`src/include/dct_axi_consts.svh`:
```
`ifndef DCT_AXI_CONSTS_SVH
`define DCT_AXI_CONSTS_SVH

//////////////////////////////
// datapath widths
//////////////////////////////

// unsigned input sample
`define DCT_SAMPLE_W 8
// signed basis coefficient, Q1.10
`define DCT_COEFF_W 12
`define DCT_COEFF_SHIFT 10
// saturated signed output
`define DCT_RESULT_W 8
// samples per transform block
`define DCT_N 8

//////////////////////////////
// memory map and bus
//////////////////////////////

// 64 results in the output ram
`define DCT_RAM_AW 6
// register index, taken from address bits [3:2]
`define DCT_REG_DATA 2'd0
`define DCT_REG_STATUS 2'd1
`define DCT_AXI_DW 32
`define DCT_AXI_AW 32

`endif
```
`src/hw/dct_axi_pkg.sv`:
```
`include "dct_axi_consts.svh"

package dct_axi_pkg;

	// one register-0 write, two samples at once
	// s0 comes from wdata[7:0], s1 from wdata[15:8]
	typedef struct packed {
		logic [`DCT_SAMPLE_W-1:0] s0;
		logic [`DCT_SAMPLE_W-1:0] s1;
		logic                     stb;
	} sample_pair_t;

	// two neighbouring coefficients, r0 is the even k
	typedef struct packed {
		logic signed [`DCT_RESULT_W-1:0] r0;
		logic signed [`DCT_RESULT_W-1:0] r1;
		logic                            stb;
	} result_pair_t;

	// read data word, decoded by register index
	// bytes[0] holds the result at the read pointer
	typedef union packed {
		logic [3:0][`DCT_RESULT_W-1:0] bytes;
		struct packed {
			logic [`DCT_AXI_DW-2:0] zero;
			logic                   valid;
		} status;
	} rd_word_u;

	//////////////////////////////
	// dct-ii basis, scaled by 1024
	//////////////////////////////

	// row k, column n, row 0 uses 1/sqrt(8), others 1/2
	localparam logic signed [`DCT_COEFF_W-1:0] coeff_table [`DCT_N][`DCT_N] = '{
		'{ 362,  362,  362,  362,  362,  362,  362,  362},
		'{ 502,  426,  284,  100, -100, -284, -426, -502},
		'{ 473,  196, -196, -473, -473, -196,  196,  473},
		'{ 426, -100, -502, -284,  284,  502,  100, -426},
		'{ 362, -362, -362,  362,  362, -362, -362,  362},
		'{ 284, -502,  100,  426, -426, -100,  502, -284},
		'{ 196, -473,  473, -196, -196,  473, -473,  196},
		'{ 100, -284,  426, -502,  502, -426,  284, -100}
	};

endpackage

```
`src/hw/dct_axi_top.sv`:
```
`timescale 1ns/1ps

`include "dct_axi_consts.svh"

module dct_axi_top
	import dct_axi_pkg::*;
(
	input  logic                    aclk,
	input  logic                    aresetn,
	input  logic [`DCT_AXI_AW-1:0]   awaddr,
	input  logic                    awvalid,
	output logic                    awready,
	input  logic [`DCT_AXI_DW-1:0]   wdata,
	input  logic [`DCT_AXI_DW/8-1:0] wstrb,
	input  logic                    wvalid,
	output logic                    wready,
	output logic [1:0]              bresp,
	output logic                    bvalid,
	input  logic                    bready,
	input  logic [`DCT_AXI_AW-1:0]   araddr,
	input  logic                    arvalid,
	output logic                    arready,
	output logic [`DCT_AXI_DW-1:0]   rdata,
	output logic [1:0]              rresp,
	output logic                    rvalid,
	input  logic                    rready
);

	// slave to engine, one pulse per register-0 write
	sample_pair_t samples;
	// engine to ram, one pulse per coefficient pair
	result_pair_t results;
	// ram window and flag back to the slave
	logic [`DCT_AXI_DW-1:0] rd_bytes;
	logic                  out_valid;
	logic                  rd_pop;

	dct_axi_slave u_slave (
		.aclk      (aclk),
		.aresetn   (aresetn),
		.awaddr    (awaddr),
		.awvalid   (awvalid),
		.awready   (awready),
		.wdata     (wdata),
		.wstrb     (wstrb),
		.wvalid    (wvalid),
		.wready    (wready),
		.bresp     (bresp),
		.bvalid    (bvalid),
		.bready    (bready),
		.araddr    (araddr),
		.arvalid   (arvalid),
		.arready   (arready),
		.rdata     (rdata),
		.rresp     (rresp),
		.rvalid    (rvalid),
		.rready    (rready),
		.rd_bytes  (rd_bytes),
		.out_valid (out_valid),
		.samples   (samples),
		.rd_pop    (rd_pop)
	);

	dct_block_engine u_engine (
		.aclk    (aclk),
		.aresetn (aresetn),
		.samples (samples),
		.results (results)
	);

	dct_result_ram u_ram (
		.aclk      (aclk),
		.aresetn   (aresetn),
		.results   (results),
		.rd_pop    (rd_pop),
		.rd_bytes  (rd_bytes),
		.out_valid (out_valid)
	);

endmodule

```
`src/hw/dct_result_ram.sv`:
```
`timescale 1ns/1ps

`include "dct_axi_consts.svh"

module dct_result_ram
	import dct_axi_pkg::*;
(
	input  logic                  aclk,
	input  logic                  aresetn,
	input  result_pair_t          results,
	input  logic                  rd_pop,
	output logic [`DCT_AXI_DW-1:0] rd_bytes,
	output logic                  out_valid
);

	localparam int AW    = `DCT_RAM_AW;
	localparam int DEPTH = 2 ** AW;
	localparam int BPW   = `DCT_AXI_DW / `DCT_RESULT_W;

	logic [`DCT_RESULT_W-1:0] mem [DEPTH];

	// both pointers wrap at the ram size by width
	logic [AW-1:0] wptr;
	logic [AW-1:0] rptr;

	//////////////////////////////
	// write side and pointers
	//////////////////////////////

	always_ff @(posedge aclk)
	begin
		if (!aresetn)
		begin
			wptr      <= '0;
			rptr      <= '0;
			out_valid <= 1'b0;
			for (int a = 0; a < DEPTH; a++)
			begin
				mem[a] <= '0;
			end
		end
		else
		begin
			// one result pair per strobe, even entry first
			if (results.stb)
			begin
				mem[wptr]         <= results.r0;
				mem[wptr + AW'(1)] <= results.r1;
				wptr              <= wptr + AW'(2);
				// sticky until reset
				out_valid         <= 1'b1;
			end
			// host consumed one word
			if (rd_pop)
			begin
				rptr <= rptr + AW'(BPW);
			end
		end
	end

	//////////////////////////////
	// read window
	//////////////////////////////

	// four entries from the read pointer, lowest address in the low byte
	always_comb
	begin
		for (int b = 0; b < BPW; b++)
		begin
			rd_bytes[b*`DCT_RESULT_W +: `DCT_RESULT_W] = mem[rptr + AW'(b)];
		end
	end

endmodule

```
`src/hw/dct_block_engine.sv`:
```
`timescale 1ns/1ps

`include "dct_axi_consts.svh"

module dct_block_engine
	import dct_axi_pkg::*;
(
	input  logic         aclk,
	input  logic         aresetn,
	input  sample_pair_t samples,
	output result_pair_t results
);

	// 9-bit unsigned-as-signed sample times 12-bit coefficient
	localparam int PROD_W = `DCT_SAMPLE_W + 1 + `DCT_COEFF_W;
	// headroom for the sum of N products
	localparam int ACC_W  = PROD_W + $clog2(`DCT_N);
	localparam int SCL_W  = ACC_W - `DCT_COEFF_SHIFT;
	localparam int KW     = $clog2(`DCT_N);
	localparam int PW     = KW - 1;

	localparam logic signed [SCL_W-1:0] RES_MAX = (1 <<< (`DCT_RESULT_W - 1)) - 1;
	localparam logic signed [SCL_W-1:0] RES_MIN = -(1 <<< (`DCT_RESULT_W - 1));

	// collect buffer fills while the work registers are transformed
	logic [`DCT_SAMPLE_W-1:0] coll [`DCT_N];
	logic [`DCT_SAMPLE_W-1:0] work [`DCT_N];
	logic [PW-1:0]            pair_cnt;
	logic                     blk_last;

	// output sequencing
	logic                     busy;
	logic [KW-1:0]            k;

	logic signed [ACC_W-1:0]         acc;
	logic signed [SCL_W-1:0]         scaled;
	logic signed [`DCT_RESULT_W-1:0] coef_out;
	logic signed [`DCT_RESULT_W-1:0] held;
	logic signed [`DCT_RESULT_W-1:0] res_lo;
	logic signed [`DCT_RESULT_W-1:0] res_hi;
	logic                            res_stb;

	//////////////////////////////
	// sample collection
	//////////////////////////////

	// fourth pair closes the block
	assign blk_last = samples.stb && (pair_cnt == PW'(`DCT_N / 2 - 1));

	always_ff @(posedge aclk)
	begin
		if (samples.stb)
		begin
			coll[{pair_cnt, 1'b0}] <= samples.s0;
			coll[{pair_cnt, 1'b1}] <= samples.s1;
		end
		// block moves over together with its last pair
		if (blk_last)
		begin
			for (int n = 0; n < `DCT_N - 2; n++)
			begin
				work[n] <= coll[n];
			end
			work[`DCT_N-2] <= samples.s0;
			work[`DCT_N-1] <= samples.s1;
		end
	end

	//////////////////////////////
	// control
	//////////////////////////////

	always_ff @(posedge aclk)
	begin
		if (!aresetn)
		begin
			pair_cnt <= '0;
			busy     <= 1'b0;
			k        <= '0;
			res_stb  <= 1'b0;
		end
		else
		begin
			res_stb <= 1'b0;
			if (samples.stb)
			begin
				pair_cnt <= pair_cnt + PW'(1);
			end
			if (blk_last)
			begin
				busy <= 1'b1;
				k    <= '0;
			end
			else if (busy)
			begin
				k <= k + KW'(1);
				if (k == KW'(`DCT_N - 1))
				begin
					busy <= 1'b0;
				end
			end
			// odd k completes a pair
			if (busy && k[0])
			begin
				res_stb <= 1'b1;
			end
		end
	end

	//////////////////////////////
	// one coefficient per cycle
	//////////////////////////////

	always_comb
	begin
		acc = '0;
		// dot product of the block with row k
		for (int n = 0; n < `DCT_N; n++)
		begin
			acc = acc + ACC_W'($signed({1'b0, work[n]})) * ACC_W'(coeff_table[k][n]);
		end
		// drop the fraction bits, arithmetic shift keeps the sign
		scaled = SCL_W'(acc >>> `DCT_COEFF_SHIFT);
		// clip to signed 8 bit
		if (scaled > RES_MAX)
		begin
			coef_out = RES_MAX[`DCT_RESULT_W-1:0];
		end
		else if (scaled < RES_MIN)
		begin
			coef_out = RES_MIN[`DCT_RESULT_W-1:0];
		end
		else
		begin
			coef_out = scaled[`DCT_RESULT_W-1:0];
		end
	end

	// even k waits in held, odd k releases the pair
	always_ff @(posedge aclk)
	begin
		if (busy)
		begin
			if (!k[0])
			begin
				held <= coef_out;
			end
			else
			begin
				res_lo <= held;
				res_hi <= coef_out;
			end
		end
	end

	assign results = '{r0: res_lo, r1: res_hi, stb: res_stb};

endmodule

```
`src/hw/dct_axi_slave.sv`:
```
`timescale 1ns/1ps

`include "dct_axi_consts.svh"

module dct_axi_slave
	import dct_axi_pkg::*;
(
	input  logic                    aclk,
	input  logic                    aresetn,
	// write address and data
	input  logic [`DCT_AXI_AW-1:0]   awaddr,
	input  logic                    awvalid,
	output logic                    awready,
	input  logic [`DCT_AXI_DW-1:0]   wdata,
	input  logic [`DCT_AXI_DW/8-1:0] wstrb,
	input  logic                    wvalid,
	output logic                    wready,
	// write response
	output logic [1:0]              bresp,
	output logic                    bvalid,
	input  logic                    bready,
	// read address and data
	input  logic [`DCT_AXI_AW-1:0]   araddr,
	input  logic                    arvalid,
	output logic                    arready,
	output logic [`DCT_AXI_DW-1:0]   rdata,
	output logic [1:0]              rresp,
	output logic                    rvalid,
	input  logic                    rready,
	// result ram side
	input  logic [`DCT_AXI_DW-1:0]   rd_bytes,
	input  logic                    out_valid,
	output sample_pair_t            samples,
	output logic                    rd_pop
);

	localparam logic [1:0] RESP_OKAY = 2'b00;

	// shared ready for aw and w, both channels accepted together
	logic       wr_rdy;
	logic       wr_start;
	logic       wr_go;
	logic [1:0] aw_idx;

	logic       rd_start;
	logic       rd_go;
	logic [1:0] ar_idx;

	// registered sample pair towards the engine
	logic [`DCT_SAMPLE_W-1:0] smp_first;
	logic [`DCT_SAMPLE_W-1:0] smp_second;
	logic                     smp_stb;

	rd_word_u rd_word;

	//////////////////////////////
	// write channel
	//////////////////////////////

	// wstrb is not decoded, a write always carries a full sample pair

	// only one write in flight, nothing new while the response waits
	assign wr_start = !wr_rdy && awvalid && wvalid && !bvalid;
	assign wr_go    = wr_rdy && awvalid && wvalid;

	assign awready = wr_rdy;
	assign wready  = wr_rdy;
	assign bresp   = RESP_OKAY;

	always_ff @(posedge aclk)
	begin
		if (!aresetn)
		begin
			wr_rdy  <= 1'b0;
			bvalid  <= 1'b0;
			smp_stb <= 1'b0;
		end
		else
		begin
			// ready is a single-cycle pulse
			wr_rdy  <= wr_start;
			smp_stb <= 1'b0;
			if (wr_go)
			begin
				bvalid  <= 1'b1;
				// only the data register feeds the engine
				smp_stb <= (aw_idx == `DCT_REG_DATA);
			end
			else if (bvalid && bready)
			begin
				bvalid <= 1'b0;
			end
		end
	end

	// address index and write data capture
	always_ff @(posedge aclk)
	begin
		if (wr_start)
		begin
			aw_idx <= awaddr[3:2];
		end
		if (wr_go)
		begin
			smp_first  <= wdata[`DCT_SAMPLE_W-1:0];
			smp_second <= wdata[2*`DCT_SAMPLE_W-1:`DCT_SAMPLE_W];
		end
	end

	assign samples = '{s0: smp_first, s1: smp_second, stb: smp_stb};

	//////////////////////////////
	// read channel
	//////////////////////////////

	assign rd_start = !arready && arvalid && !rvalid;
	assign rd_go    = arready && arvalid;
	assign rresp    = RESP_OKAY;

	// register decode of the latched read index
	always_comb
	begin
		rd_word = '0;
		case (ar_idx)
			`DCT_REG_DATA:
			begin
				rd_word.bytes = rd_bytes;
			end
			`DCT_REG_STATUS:
			begin
				rd_word.status.valid = out_valid;
			end
			default:
			begin
				rd_word = '0;
			end
		endcase
	end

	always_ff @(posedge aclk)
	begin
		if (!aresetn)
		begin
			arready <= 1'b0;
			rvalid  <= 1'b0;
			rd_pop  <= 1'b0;
		end
		else
		begin
			arready <= rd_start;
			rd_pop  <= 1'b0;
			if (rd_go)
			begin
				rvalid <= 1'b1;
				// pointer moves after rdata has sampled the old entries
				rd_pop <= (ar_idx == `DCT_REG_DATA);
			end
			else if (rvalid && rready)
			begin
				rvalid <= 1'b0;
			end
		end
	end

	always_ff @(posedge aclk)
	begin
		if (rd_start)
		begin
			ar_idx <= araddr[3:2];
		end
		// rdata holds until the next accepted read
		if (rd_go)
		begin
			rdata <= rd_word;
		end
	end

endmodule

```
`config.mk`:
```
export PLATFORM = sky130hd
export DESIGN_NAME = dct_axi_top
export DESIGN_NICKNAME = d
export VERILOG_FILES = /design/src/hw/dct_axi_pkg.sv /design/src/hw/dct_axi_top.sv /design/src/hw/dct_result_ram.sv /design/src/hw/dct_block_engine.sv /design/src/hw/dct_axi_slave.sv
export VERILOG_INCLUDE_DIRS = /design/src /design/src/include
export SDC_FILE = /design/constraint.sdc
export NUM_CORES = 2
export LEC_CHECK = 0
export BUFFER_PORTS_ARGS = -buffer_cell sky130_fd_sc_hd__buf_2
export CORE_ASPECT_RATIO = 2
export CORE_MARGIN = 5
export CORE_UTILIZATION = 38
export DETAILED_ROUTE_END_ITERATION = 7
export HOLD_SLACK_MARGIN = 0.03
export PLACE_DENSITY = 0.55
export SYNTH_ARGS = -nofsm -noshare
export SYNTH_HDL_FRONTEND = slang
export SYNTH_SLANG_ARGS = --single-unit
export TNS_END_PERCENT = 5
```
`constraint.sdc`:
```
create_clock -name aclk -period 14.4 [get_ports aclk]
set_clock_uncertainty 0.2 [all_clocks]
set_input_delay 2.16 -clock aclk [delete_from_list [all_inputs] [get_ports aclk]]
set_output_delay 2.16 -clock aclk [all_outputs]
set_load 0.01 [all_outputs]
```
==> flow_summary.ini <==
[status]
outcome = finished, final reports clean

[timing]
fin_ws_ps = 2500
fmax_ghz = 0.0840
setup_violations = 0
timing.hold.ws_ps = 213
fin_crit_ps = 11900
slew_headroom = 0.145
worst_pin_slew_ps = 1270
finalSetupTns_ps = 0
finalHoldViolCount = 0
post-route-period-util = 0.827
drv_slew = 0
rsz0062_at_grt = false

[synthesis]
synth.avg_cell_area_sq_um = 11.6
synth_ff_type = edfxtp_1
syn_area_sq_um = 59100
yosysWarnings = 0
ys_ff_latch = 727
async_reset_ff_frac = 0
synth_cell_types = 68
synth_cells = 5075
synth_edf_count = 700
yosysSeqAreaShare = 0.365

[pwr]
p_leak_nw = 28.0
power_density_nw_per_um2 = 70.2
power_mw = 4.50
irDropWorstVdd_v = 0.0000746

[global_routing]
grt_usage = 0.188
antenna_found_initial = 1
grt_overflow = 0
grt_pass1_wl_um = 233000
grt_pass1_vias = 39291
grt_start_max_net_pins = 63

[clock_network]
ctsHoldBuffers = 0
clkTransAtPathRegs_ps = 70
clock_latency_ps = 670
cts_tree = built
clkSinkCount = 727
cts_max_path_buffers = 3
post_cts_resized = 0
cts_setup_buffers = 0
htree_levels = 3
cts-root-buf = clkbuf_16
numCtsBuffers = 71

[detailed_routing]
avgRoutedWirePerCell_um = 20.9
final_antenna_net_count = 0
wl_um = 150000
drt-initial-drc-count = 1580
dr.pass1.iters = 5
vias_per_cell = 4.91
via_count = 35280
drc = 0

[setup_path]
critPathBufInv = 7
end_kind = register
slowest_delay_ps = 580
critPathTopFamily = adder cells
cpMostUsedCell = fa_1
critPathKind = reg2reg
worstPathMaxFanout = 26
start_kind = register
cp.required_ps = 14650
critPathSlowestCell = nor2_1
crit_arrival_ps = 12160

[placement]
io_buffers = 63
dp_slack_ps = 2580
dp.cells = 7053
placedInstanceArea_sq_um = 61700
gp_congestion = 0.889
dp_hpwl_um = 122000

[layout]
finish.instance_area_sq_um = 64100
regArea_sq_um = 21600
multi_input_area_sq_um = 33200
finalNonFillerCells = 7185
fin_util = 0.415
nets = 6196
layout-drive-gt1-share = 0.0859
num-fill-cells = 14602
area_delta_synth_final_pct = 8.58

[die]
io_pins = 148
fp.dieW_um = 289
num_rows = 204
core-area_sq_um = 154000
start_util = 0.382
die_h_um = 568
die_area_sq_um = 164000

[run]
maxCapViolations = 0

[min_path]
hold_path.class = reg2reg
report_power, final:
| group | leakage (nW) | internal, mW | switching (mW) |
|---|---|---|---|
| sequential | 6.94 | 2.37 | 0.0195 |
| clock | 1.20 | 1.13 | 0.882 |
| combinational | 19.9 | 0.0427 | 0.0576 |
state kept, by name, indices dropped and copies added, names as in the netlist, 3 cells and up, named ones only:
register / cells
u_engine.coll: 48
u_engine.held: 8
u_engine.k: 3
u_engine.res_hi: 8
u_engine.res_lo: 8
u_engine.work: 64
u_ram.mem: 512
u_ram.rptr: 4
u_ram.wptr: 5
u_slave.rdata: 32
u_slave.smp_first: 8
u_slave.smp_second: 8
cell families after synthesis:
kind of cell | after synthesis | synth area share
fa+ha+maj | 1023 | 0.299
xor+xnor | 135 | 0.0200
compound gates | 323 | 0.0351
other cells | 1 | 0.0000635
simple gates | 1550 | 0.145
flops | 727 | 0.365
mux | 166 | 0.0620
buf+inv | 1150 | 0.0736
worst register-to-register path: cells and delay by family (launching register included):
| kind | cells | cell delay (ps) |
|---|---|---|
| buffers and inverters | 7 | 1560 |
| DFF | 1 | 310 |
| AOI/OAI and AO/OA | 10 | 2720 |
| adders and majority gates | 11 | 5060 |
| and+or+nand+nor | 8 | 1870 |
final timing paths:
path	startpoint	to	slack [ps]	cells past startpoint
worst max-delay path	u_engine.k[0]	u_engine.res_hi[2]	2500	36
worst min-delay path	u_engine.coll[2][12]	u_engine.work[1][12]	210	0
worst max register to register	u_engine.k[0]	u_engine.res_hi[2]	2500	36
worst min register to register	u_engine.coll[2][12]	u_engine.work[1][12]	210	0
cells in the mapped netlist, types with 6 or more instances:
cell type  count  area share
nor2b_1       74      0.0078
a31oi_1        6     0.00064
a21oi_1      108      0.0092
mux2i_1        6      0.0010
buf_1         20      0.0013
xnor2_1       97       0.014
and3_1        88      0.0093
or2_2          9     0.00095
fa_1         650        0.22
and2_1       807       0.085
a211oi_1      14      0.0018
edfxtp_1     700        0.36
ha_1         373       0.079
nand3_1       42      0.0036
xor2_1        38      0.0056
clkbuf_1     183       0.012
a21o_1        27      0.0034
o21ai_1        7     0.00059
buf_2         10     0.00085
inv_1        932       0.059
dfxtp_1       27      0.0092
nand2_1      349       0.022
nor2_1        97      0.0062
nor3_1        16      0.0014
o21bai_1      16      0.0020
o22ai_1        7     0.00074
o21a_1         6     0.00076
nand2b_1      33      0.0035
o21ai_0       71      0.0060
a211o_1        8      0.0012
mux4_2       160       0.061
or3_1         14      0.0015
o2111ai_1      7      0.0010
area by class of cell:
cell class | count | area share
multi-input combinational | 3201 | 0.517
sequential | 727 | 0.336
inverter | 932 | 0.0546
tap | 2060 | 0.0402
clock buffer | 81 | 0.0283
timing repair buffer | 133 | 0.0131
clock inverter | 50 | 0.0102
antenna | 1 | 0.0000390
placed cells by master, fill, tap and decap left out, drive strengths merged, types with 33 or more instances in the layout:
master  instances
inv           941
and2          807
edfxtp        700
fa            650
ha            373
nand2         349
mux4          160
buf           133
a21oi         108
xnor2          97
nor2           97
and3           88
clkbuf         81
o21ai          79
nor2b          74
nand3          42
xor2           38
nand2b         33
layer usage:
metal  GRT usage  share of wire  up-vias
met5           0              0        -
met4       0.137          0.092        0
met3      0.0192          0.026      301
met2       0.370           0.57      572
met1       0.176           0.31    18048
li1            -              -    16359
Note: power is estimated with default switching activity, not from simulation.
